File: config.mk
export PLATFORM = sky130hd
export DESIGN_NAME = lsu_ctl_top
export DESIGN_NICKNAME = d
export VERILOG_FILES = /design/src/verilog/lsu_pkg.sv /design/src/verilog/lsu_req_if.sv /design/src/verilog/lsu_core_req.sv /design/src/verilog/lsu_dma_req.sv /design/src/verilog/lsu_req_arbiter.sv /design/src/verilog/lsu_addr_check.sv /design/src/verilog/lsu_pipe.sv /design/src/verilog/lsu_load_align.sv /design/src/verilog/lsu_ctl_top.sv
export SDC_FILE = /design/constraint.sdc
export NUM_CORES = 1
export LEC_CHECK = 0
export ABC_AREA = 0
export CORE_AREA = 2 2 166 168
export CTS_CLUSTER_SIZE = 14
export DETAILED_ROUTE_END_ITERATION = 10
export DIE_AREA = 0 0 168 170
export DONT_BUFFER_PORTS = 1
export RECOVER_POWER = 25
export SYNTH_ARGS = -nofsm -noshare
export SYNTH_HDL_FRONTEND = slang
export SYNTH_SLANG_ARGS = --single-unit
File: constraint.sdc
create_clock -name clk -period 1.65 [get_ports clk]
set_input_delay 0.0825 -clock clk [delete_from_list [all_inputs] [get_ports clk]]
set_output_delay 0.0825 -clock clk [all_outputs]
set_load 0.1 [all_outputs]
File: src/verilog/lsu_pkg.sv
//************************************************
// LSU control package
// Widths, access sizes, region map and fault cause
// codes shared by the load/store control path
//************************************************
package lsu_pkg;

   // Vector types with a meaning
   typedef logic [31:0] addr_t;       // Byte address
   typedef logic [31:0] data_t;       // Register data
   typedef logic [11:0] offset_t;     // Immediate offset
   typedef logic [63:0] dma_data_t;   // DMA write data
   typedef logic [3:0]  mscause_t;    // Fault cause code
   typedef logic [1:0]  size_t;       // Access size code

   //************************************************
   // Access sizes
   //************************************************
   localparam size_t SIZE_BYTE = 2'd0;
   localparam size_t SIZE_HALF = 2'd1;
   localparam size_t SIZE_WORD = 2'd2;

   // Region map
   localparam addr_t DCCM_BASE = 32'hF004_0000;
   localparam addr_t DCCM_SIZE = 32'h0001_0000;   // 64 KB
   localparam addr_t PIC_BASE  = 32'hF00C_0000;
   localparam addr_t PIC_SIZE  = 32'h0000_8000;   // 32 KB

   // Fault cause codes
   localparam mscause_t MSCAUSE_NONE         = 4'd0;
   localparam mscause_t MSCAUSE_ECC          = 4'd1;
   localparam mscause_t MSCAUSE_REGION_CROSS = 4'd2;
   localparam mscause_t MSCAUSE_PIC_SIZE     = 4'd3;
   localparam mscause_t MSCAUSE_MISALIGNED   = 4'd4;

   //************************************************
   // Packets
   //************************************************
   typedef struct packed {
      logic  valid;
      logic  load;
      logic  store;
      logic  unsign;
      size_t size;
      logic  dma;
   } lsu_pkt_t;

   typedef struct packed {
      logic     in_dccm;
      logic     in_pic;
      logic     external;
      logic     misaligned;
      logic     access_fault;
      mscause_t mscause;
   } addr_chk_t;

   // Offset from first to last byte of an access
   function automatic addr_t access_len_m1(size_t size);
      case (size)
         SIZE_HALF: return 32'd1;
         SIZE_WORD: return 32'd3;
         default:   return 32'd0;
      endcase
   endfunction

endpackage

File: src/verilog/lsu_req_if.sv
//************************************************
// LSU request interface
// One D-stage access from a requester
//************************************************
`timescale 1ns/1ps

interface lsu_req_if;
   import lsu_pkg::*;

   logic     valid;        // Level, one cycle per access
   lsu_pkt_t pkt;
   addr_t    start_addr;
   addr_t    end_addr;     // Last byte of the access
   data_t    store_data;

   modport src (
      output valid, pkt, start_addr, end_addr, store_data
   );

   modport dst (
      input valid, pkt, start_addr, end_addr, store_data
   );

endinterface

File: src/verilog/lsu_core_req.sv
//************************************************
// Core requester
// Forms start/end address from rs1 and offset
//************************************************
`timescale 1ns/1ps

module lsu_core_req (
   input  logic               dec_lsu_valid_raw_d,
   input  logic               lsu_load,
   input  logic               lsu_store,
   input  logic               lsu_unsign,
   input  lsu_pkg::size_t     lsu_size,
   input  lsu_pkg::addr_t     exu_lsu_rs1_d,
   input  lsu_pkg::offset_t   dec_lsu_offset_d,
   input  lsu_pkg::data_t     exu_lsu_rs2_d,
   input  logic               flush_m_up,
   lsu_req_if.src             req
);
   import lsu_pkg::*;

   addr_t offset_ext;
   addr_t start_addr;

   assign offset_ext = {{20{dec_lsu_offset_d[11]}}, dec_lsu_offset_d};
   assign start_addr = exu_lsu_rs1_d + offset_ext;

   // Raw valid wins arbitration even when the access is flushed
   assign req.valid      = dec_lsu_valid_raw_d;
   assign req.start_addr = start_addr;
   assign req.end_addr   = start_addr + access_len_m1(lsu_size);
   assign req.store_data = exu_lsu_rs2_d;

   always_comb begin
      req.pkt        = '0;
      req.pkt.valid  = dec_lsu_valid_raw_d & ~flush_m_up;
      req.pkt.load   = lsu_load;
      req.pkt.store  = lsu_store;
      req.pkt.unsign = lsu_unsign;
      req.pkt.size   = lsu_size;
      req.pkt.dma    = 1'b0;
   end

endmodule

File: src/verilog/lsu_dma_req.sv
//************************************************
// DMA requester
// Builds the access packet and shifts write data
// down to byte lane 0
//************************************************
`timescale 1ns/1ps

module lsu_dma_req (
   input  logic                 dma_dccm_req,
   input  logic                 dma_mem_write,
   input  lsu_pkg::size_t       dma_mem_sz,
   input  lsu_pkg::addr_t       dma_mem_addr,
   input  lsu_pkg::dma_data_t   dma_mem_wdata,
   lsu_req_if.src               req
);
   import lsu_pkg::*;

   dma_data_t wdata_shifted;

   // Align to the byte addressed within the dword
   assign wdata_shifted = dma_mem_wdata >> {dma_mem_addr[2:0], 3'b000};

   assign req.valid      = dma_dccm_req;
   assign req.start_addr = dma_mem_addr;
   assign req.end_addr   = dma_mem_addr + access_len_m1(dma_mem_sz);
   assign req.store_data = wdata_shifted[31:0];   // Low word only

   always_comb begin
      req.pkt        = '0;
      req.pkt.valid  = dma_dccm_req;
      req.pkt.load   = ~dma_mem_write;
      req.pkt.store  = dma_mem_write;
      req.pkt.unsign = 1'b0;
      req.pkt.size   = dma_mem_sz;
      req.pkt.dma    = 1'b1;
   end

endmodule

File: src/verilog/lsu_req_arbiter.sv
//************************************************
// Request arbiter
// Fixed priority, core ahead of DMA
//************************************************
`timescale 1ns/1ps

module lsu_req_arbiter (
   lsu_req_if.dst   core,
   lsu_req_if.dst   dma,
   lsu_req_if.src   sel
);

   // A DMA request in a core cycle is lost
   always_comb begin
      if (core.valid) begin
         sel.valid      = 1'b1;
         sel.pkt        = core.pkt;
         sel.start_addr = core.start_addr;
         sel.end_addr   = core.end_addr;
         sel.store_data = core.store_data;
      end else begin
         sel.valid      = dma.valid;
         sel.pkt        = dma.pkt;
         sel.start_addr = dma.start_addr;
         sel.end_addr   = dma.end_addr;
         sel.store_data = dma.store_data;
      end
   end

endmodule

File: src/verilog/lsu_addr_check.sv
//************************************************
// Address check
// Region decode and misaligned/access faults in D
//************************************************
`timescale 1ns/1ps

module lsu_addr_check (
   lsu_req_if.dst               req,
   output lsu_pkg::addr_chk_t   chk
);
   import lsu_pkg::*;

   logic  start_dccm, start_pic;
   logic  end_dccm, end_pic;
   logic  misaligned;
   logic  region_cross;
   logic  pic_size_err;
   addr_t len_m1;

   function automatic logic in_region(addr_t addr, addr_t base, addr_t size);
      return (addr - base) < size;   // Wraps above for addresses below base
   endfunction

   assign start_dccm = in_region(req.start_addr, DCCM_BASE, DCCM_SIZE);
   assign start_pic  = in_region(req.start_addr, PIC_BASE, PIC_SIZE);
   assign end_dccm   = in_region(req.end_addr, DCCM_BASE, DCCM_SIZE);
   assign end_pic    = in_region(req.end_addr, PIC_BASE, PIC_SIZE);

   assign len_m1 = access_len_m1(req.pkt.size);

   //************************************************
   // Faults
   //************************************************
   assign misaligned   = ((req.start_addr[1:0] & len_m1[1:0]) != 2'b00) & ~start_dccm;
   assign region_cross = (start_dccm != end_dccm) | (start_pic != end_pic);
   assign pic_size_err = start_pic & (req.pkt.size != SIZE_WORD);  // PIC is word only

   always_comb begin
      chk              = '0;
      chk.in_dccm      = start_dccm;
      chk.in_pic       = start_pic;
      chk.external     = ~start_dccm & ~start_pic;
      chk.misaligned   = misaligned;
      chk.access_fault = ~misaligned & (region_cross | pic_size_err);
      if (misaligned)
         chk.mscause = MSCAUSE_MISALIGNED;
      else if (region_cross)
         chk.mscause = MSCAUSE_REGION_CROSS;
      else if (pic_size_err)
         chk.mscause = MSCAUSE_PIC_SIZE;
      else
         chk.mscause = MSCAUSE_NONE;
   end

endmodule

File: src/verilog/lsu_pipe.sv
//************************************************
// LSU pipeline D -> M -> R
// Packet, address, faults and ECC flags down the
// pipe; error packet and commit at R
//************************************************
`timescale 1ns/1ps

module lsu_pipe (
   input  logic                 clk,
   input  logic                 arst_n,
   lsu_req_if.dst               req,
   input  lsu_pkg::addr_chk_t   chk,
   input  logic                 flush_m_up,
   input  logic                 flush_r,
   input  logic                 lsu_single_ecc_error_m,
   input  logic                 lsu_double_ecc_error_m,
   output lsu_pkg::lsu_pkt_t    pkt_m,
   output lsu_pkg::addr_t       lsu_addr_m,
   output lsu_pkg::addr_t       lsu_addr_r,
   output logic                 addr_in_dccm_m,
   output logic                 addr_in_pic_m,
   output logic                 addr_external_m,
   output lsu_pkg::data_t       store_data_m,
   output logic                 lsu_exc_m,
   output logic                 lsu_commit_r,
   output logic                 lsu_single_ecc_error_incr,
   output logic                 lsu_error_valid_r,
   output logic                 lsu_error_type_r,
   output logic                 lsu_error_store_r,
   output lsu_pkg::mscause_t    lsu_error_mscause_r,
   output lsu_pkg::addr_t       lsu_error_addr_r
);
   import lsu_pkg::*;

   logic      valid_m_in, valid_r_in;
   logic      valid_m, valid_r;
   lsu_pkt_t  pkt_m_q, pkt_r_q, pkt_r;
   addr_chk_t chk_m;
   logic      misaligned_r, access_fault_r;
   mscause_t  mscause_r;
   logic      single_ecc_r, double_ecc_r;

   // Flush drops core accesses only
   assign valid_m_in = req.pkt.valid & ~(flush_m_up & ~req.pkt.dma);
   assign valid_r_in = valid_m & ~(flush_m_up & ~pkt_m_q.dma);

   always_ff @(posedge clk or negedge arst_n) begin
      if (!arst_n) begin
         valid_m <= 1'b0;
         valid_r <= 1'b0;
      end else begin
         valid_m <= valid_m_in;
         valid_r <= valid_r_in;
      end
   end

   //************************************************
   // Payload registers
   //************************************************
   always_ff @(posedge clk) begin
      pkt_m_q        <= req.pkt;
      lsu_addr_m     <= req.start_addr;
      chk_m          <= chk;
      store_data_m   <= req.store_data;
      pkt_r_q        <= pkt_m_q;
      lsu_addr_r     <= lsu_addr_m;
      misaligned_r   <= chk_m.misaligned;
      access_fault_r <= chk_m.access_fault;
      mscause_r      <= chk_m.mscause;
      single_ecc_r   <= lsu_single_ecc_error_m;
      double_ecc_r   <= lsu_double_ecc_error_m;
   end

   always_comb begin
      pkt_m       = pkt_m_q;
      pkt_m.valid = valid_m;
      pkt_r       = pkt_r_q;
      pkt_r.valid = valid_r;
   end

   // M-stage outputs
   assign addr_in_dccm_m  = chk_m.in_dccm;
   assign addr_in_pic_m   = chk_m.in_pic;
   assign addr_external_m = chk_m.external;
   assign lsu_exc_m       = valid_m & (chk_m.misaligned | chk_m.access_fault);

   //************************************************
   // R stage
   //************************************************
   assign lsu_error_valid_r = (misaligned_r | access_fault_r | double_ecc_r)
                              & pkt_r.valid & ~pkt_r.dma;
   assign lsu_error_type_r  = ~misaligned_r;   // 0 misaligned, 1 access
   assign lsu_error_store_r = pkt_r.store;
   assign lsu_error_addr_r  = lsu_addr_r;

   // ECC cause only when no address fault is present
   assign lsu_error_mscause_r = (double_ecc_r & ~misaligned_r & ~access_fault_r) ?
                                MSCAUSE_ECC : mscause_r;

   assign lsu_commit_r = pkt_r.valid & (pkt_r.load | pkt_r.store) & ~pkt_r.dma & ~flush_r;

   assign lsu_single_ecc_error_incr = single_ecc_r & ~double_ecc_r
                                      & (lsu_commit_r | pkt_r.dma) & pkt_r.valid;

endmodule

File: src/verilog/lsu_load_align.sv
//************************************************
// Load align
// M-stage data select and sign/zero extension
//************************************************
`timescale 1ns/1ps

module lsu_load_align (
   input  lsu_pkg::lsu_pkt_t   pkt_m,
   input  logic                addr_external_m,
   input  lsu_pkg::data_t      lsu_ld_data_m,
   input  lsu_pkg::data_t      bus_read_data_m,
   output lsu_pkg::data_t      lsu_result_m
);
   import lsu_pkg::*;

   data_t ld_data_fn;

   assign ld_data_fn = addr_external_m ? bus_read_data_m : lsu_ld_data_m;

   // Data already sits at bit 0
   always_comb begin
      case (pkt_m.size)
         SIZE_BYTE: lsu_result_m = pkt_m.unsign ? {24'b0, ld_data_fn[7:0]}
                                               : {{24{ld_data_fn[7]}}, ld_data_fn[7:0]};
         SIZE_HALF: lsu_result_m = pkt_m.unsign ? {16'b0, ld_data_fn[15:0]}
                                               : {{16{ld_data_fn[15]}}, ld_data_fn[15:0]};
         default:   lsu_result_m = ld_data_fn;   // Word
      endcase
   end

endmodule

File: src/verilog/lsu_ctl_top.sv
//************************************************
// LSU control top
// Core and DMA requesters, arbiter and pipeline
//************************************************
`timescale 1ns/1ps

module lsu_ctl_top (
   input  logic                 clk,
   input  logic                 arst_n,

   // Core request
   input  logic                 dec_lsu_valid_raw_d,
   input  logic                 lsu_load,
   input  logic                 lsu_store,
   input  logic                 lsu_unsign,
   input  lsu_pkg::size_t       lsu_size,
   input  lsu_pkg::addr_t       exu_lsu_rs1_d,
   input  lsu_pkg::offset_t     dec_lsu_offset_d,
   input  lsu_pkg::data_t       exu_lsu_rs2_d,

   // DMA slave
   input  logic                 dma_dccm_req,
   input  logic                 dma_mem_write,
   input  lsu_pkg::size_t       dma_mem_sz,
   input  lsu_pkg::addr_t       dma_mem_addr,
   input  lsu_pkg::dma_data_t   dma_mem_wdata,

   input  logic                 flush_m_up,
   input  logic                 flush_r,
   input  logic                 lsu_single_ecc_error_m,
   input  logic                 lsu_double_ecc_error_m,
   input  lsu_pkg::data_t       lsu_ld_data_m,
   input  lsu_pkg::data_t       bus_read_data_m,

   output lsu_pkg::addr_t       lsu_addr_m,
   output lsu_pkg::addr_t       lsu_addr_r,
   output logic                 addr_in_dccm_m,
   output logic                 addr_in_pic_m,
   output logic                 addr_external_m,
   output lsu_pkg::data_t       store_data_m,
   output logic                 lsu_exc_m,
   output logic                 lsu_commit_r,
   output logic                 lsu_single_ecc_error_incr,
   output logic                 lsu_error_valid_r,
   output logic                 lsu_error_type_r,
   output logic                 lsu_error_store_r,
   output lsu_pkg::mscause_t    lsu_error_mscause_r,
   output lsu_pkg::addr_t       lsu_error_addr_r,
   output lsu_pkg::data_t       lsu_result_m
);
   import lsu_pkg::*;

   lsu_pkt_t  pkt_m;
   addr_chk_t chk;

   lsu_req_if core_req ();
   lsu_req_if dma_req ();
   lsu_req_if sel_req ();

   lsu_core_req lsu_core_req_i (
      .dec_lsu_valid_raw_d, .lsu_load, .lsu_store, .lsu_unsign, .lsu_size,
      .exu_lsu_rs1_d, .dec_lsu_offset_d, .exu_lsu_rs2_d, .flush_m_up,
      .req (core_req)
   );

   lsu_dma_req lsu_dma_req_i (
      .dma_dccm_req, .dma_mem_write, .dma_mem_sz, .dma_mem_addr, .dma_mem_wdata,
      .req (dma_req)
   );

   lsu_req_arbiter lsu_req_arbiter_i (.core (core_req), .dma (dma_req), .sel (sel_req));

   lsu_addr_check lsu_addr_check_i (.req (sel_req), .chk (chk));

   lsu_pipe lsu_pipe_i (
      .clk, .arst_n, .req (sel_req), .chk, .flush_m_up, .flush_r,
      .lsu_single_ecc_error_m, .lsu_double_ecc_error_m, .pkt_m,
      .lsu_addr_m, .lsu_addr_r, .addr_in_dccm_m, .addr_in_pic_m, .addr_external_m,
      .store_data_m, .lsu_exc_m, .lsu_commit_r, .lsu_single_ecc_error_incr,
      .lsu_error_valid_r, .lsu_error_type_r, .lsu_error_store_r,
      .lsu_error_mscause_r, .lsu_error_addr_r
   );

   lsu_load_align lsu_load_align_i (
      .pkt_m, .addr_external_m, .lsu_ld_data_m, .bus_read_data_m, .lsu_result_m
   );

endmodule

==> run summary <==
area leader, netlist: dfxtp_1
Syn Inst Count: 1071
DRC Markers: 0
Hold WS: -0.155 ns
Die X: 168 um
RSZ-0062 raised after global routing: yes
slew margin rel.: 0.151
Synth top cells by count: 120 x dfxtp_1, 110 x nand2_1, 97 x nor2_1, 87 x a21oi_1, 59 x mux2_2
initial DRC count: 740
core area: 0.0267 sq mm
Final Max Tran Viols: 0
count leader, synth: dfxtp_1
global-route wire length before repair: 55900 um
root buffer cell: clkbuf_16
critical path type: in2reg
Worst EP required: 2.00 ns
share of cells above drive strength 1: 0.422
MaxCap Viol Count: 0
CTS tree: yes
Post-Syn Nets: 1361
Clock Latency Late Sink: 0.43 ns
DP Worst Slack: -2.69 ns
slew at the pin closest to its max-slew limit: 1.27 ns
CTS max path bufs: 2
Leak: 0.00637 uW
final-stage net count: 1760
antenna violations before repair: 3
setup_tns: -29.55 ns
TritonRoute pass-1 iters: 7
Boundary Pins: 425
routed via count: 9933
routability congestion estimate: 0.887
arrival time worst endpoint: 4.19 ns
Detailed Place HPWL: 27900 um
final setup fails: 76
Total Wirelength: 38400 um
Sink Count: 122
Die H: 170 um
Avg Vias per Cell: 5.44
ranking of synthesized cells by area: dfxtp_1 28%, mux2_2 7.6%, mux2i_1 6.0%, ha_1 5.3%, a21oi_1 5.0%
Post-synth EDFFs: 0
average size of a mapped cell: 8.13 sq um
largest net degree at the start of global routing: 102
Final min period: 3.84 ns
starting density of the core: 0.327
fillcell total: 2295
clk slew on worst S/H paths: 0.06 ns
Routed Antenna Nets: 0
post-synthesis register bit count: 122
share of the synthesized area in the top cell type: 0.276
warnings from Yosys: 0
top_reg_cell synth: dfxtp_1
failing checks: negative hold slack, negative setup slack
maximum vdd drop: 0.873 mV
WL/cell: 21.0 um
area of the multi-input gates: 0.00698 sq mm
Tot GR Track Use: 0.252
Post-Syn Area: 0.00871 sq mm
final worst-path cycle share: 2.33
Worst Skew: 0.0109 ns
area grow syn2layout: 72.0%
Register Area: 0.00250 sq mm
Die Area: 0.0286 sq mm
pwr/cell area: 1080 mW/mm^2
cts bufs inserted: 17
final hold vios: 9
H-tree levels: 4
Fmax: 260 MHz
CP max FO: 3
FP Rows: 60
sequential fraction of the synthesis area: 0.282
vias in the first global route: 9969
outcome: finished with violations
Hold Path Class: in2reg
final worst slack: -2.19 ns
unique cell type count in the Yosys netlist: 85
fraction of registers with async set or reset after synthesis: 0.0164
CP endpoint kind: flop
crit path launch type: input pin
Overflow after GRT: 0
Port Buffers: 0
-- critical path: stages --
cell and delay [ns]:
ha_4 0.14, fa_2 0.37, a211oi_4 0.28, o211ai_1 0.19, nand2_1 0.12, xor2_1 0.09
or4_4 0.53, nor4_4 0.15, buf_4 0.15, nand4_1 0.14, or4_4 0.47, o31ai_4 0.09
nor2_2 0.05, a211o_1 0.25, or3b_1 0.39, or4_4 0.50, a31oi_2 0.18
-- layer usage --
| metal | track usage | up-vias | share of wire |
|---|---|---|---|
| met5 | 0 | - | 0 |
| met4 | 0.105 | 0 | 0.036 |
| met3 | 0.0695 | 94 | 0.077 |
| met2 | 0.441 | 482 | 0.50 |
| met1 | 0.291 | 4665 | 0.39 |
| li1 | - | 4692 | - |
-- power by group --
group	internal (uW)	leakage, uW	switching (uW)
clock network	2440	0.000306	1690
registers	3320	0.00103	137
logic	2660	0.00503	5950
-- through the flow --
step / area (sq um) / util / cells / power, uW
final: 15000 / 0.562 / 1827 / 16200
after CTS: 14900 / 0.558 / 1818 / 16200
after detailed placement: 12300 / 0.461 / 1648 / 11400
after global placement: 12300 / 0.461 / 1648 / 11300
after global routing: 15000 / 0.562 / 1826 / 16800
after floorplan: 9550 / - / 1071 / 9490
-- registers in the layout (all words and copies together), names as in the netlist, 2 cells and up --
| register | flops |
|---|---|
| lsu_pipe_i.pkt_r | 2 |
| lsu_pipe_i.lsu_addr_r | 32 |
| lsu_pipe_i.mscause_r | 3 |
| lsu_pipe_i.lsu_addr_m | 32 |
| lsu_pipe_i.pkt_m | 6 |
| lsu_pipe_i.store_data_m | 32 |
| lsu_pipe_i.chk_m | 5 |
-- placed cells by master (no fill, tap or decap), types with 10 or more instances in the layout --
master / synthesis / routed
buf_4: 34 / 261
dlygate4sd3_1: 0 / 102
nor2_1: 97 / 90
nand2_1: 110 / 88
dfxtp_1: 120 / 85
a21oi_1: 87 / 72
mux2i_1: 52 / 49
mux2_2: 59 / 42
buf_6: 0 / 39
o21ai_0: 53 / 36
a211oi_1: 37 / 34
dfxtp_2: 0 / 33
buf_12: 0 / 31
inv_1: 27 / 26
clkbuf_1: 36 / 21
ha_1: 37 / 19
xnor2_1: 20 / 18
clkbuf_16: 0 / 18
o21a_1: 17 / 17
ha_4: 0 / 17
mux2_4: 0 / 15
nand2_8: 0 / 15
nor2b_1: 18 / 14
nand3_1: 17 / 14
nor3_1: 18 / 14
o21ai_1: 8 / 13
nand4_1: 12 / 12
a21oi_2: 2 / 12
o21ai_4: 0 / 10
-- cell type report --
cell class              count  share of cell area
multi-input cells         831               0.466
clock inverters            15              0.0134
well taps                 341              0.0285
repair buffers            471               0.289
clock buffers              17              0.0284
diodes                      3            0.000501
flip-flops and latches    122               0.167
inverters                  27             0.00677
-- repair_timing --
item,in CTS,in global routing
hold endpoints to repair,73,10
cloned,2,0
pin swaps,37,24
buffers inserted,35,12
resized for setup,124,38
hold buffers,104,1
endpoints found under the setup margin,60,64
-- path summary, 6_finish.rpt --
kind / to / slack (ns) / from / depth (start not counted)
max: lsu_pipe_i.chk_m[1] / -2.19 / exu_lsu_rs1_d[0] / 17
min: lsu_pipe_i.lsu_addr_m[22] / -0.15 / dma_mem_addr[22] / 1
min in group asynchronous: lsu_pipe_i.valid_r / 0.43 / arst_n / 2
max reg2reg: lsu_pipe_i.lsu_addr_r[18] / 0.21 / lsu_pipe_i.lsu_addr_m[18] / 1
min reg2reg: lsu_pipe_i.pkt_r[5] / 0.33 / lsu_pipe_i.pkt_m[5] / 0
max in group asynchronous: lsu_pipe_i.valid_m / 1.09 / arst_n / 2
-- logic make-up (layout without fill, tap and decap cells) --
kind of cell / after synthesis / after routing / synth area share
AO/OA/AOI/OAI: 303 / 303 / 0.230
XOR/XNOR: 31 / 31 / 0.0320
adder cells (fa/ha/maj): 38 / 38 / 0.0555
other: 1 / 4 / 0.000431
AND/OR/NAND/NOR: 347 / 347 / 0.197
flip-flops: 122 / 122 / 0.282
buffers and inverters: 118 / 530 / 0.0667
multiplexers: 111 / 111 / 0.136
Note: power is estimated with default switching activity, not from simulation.
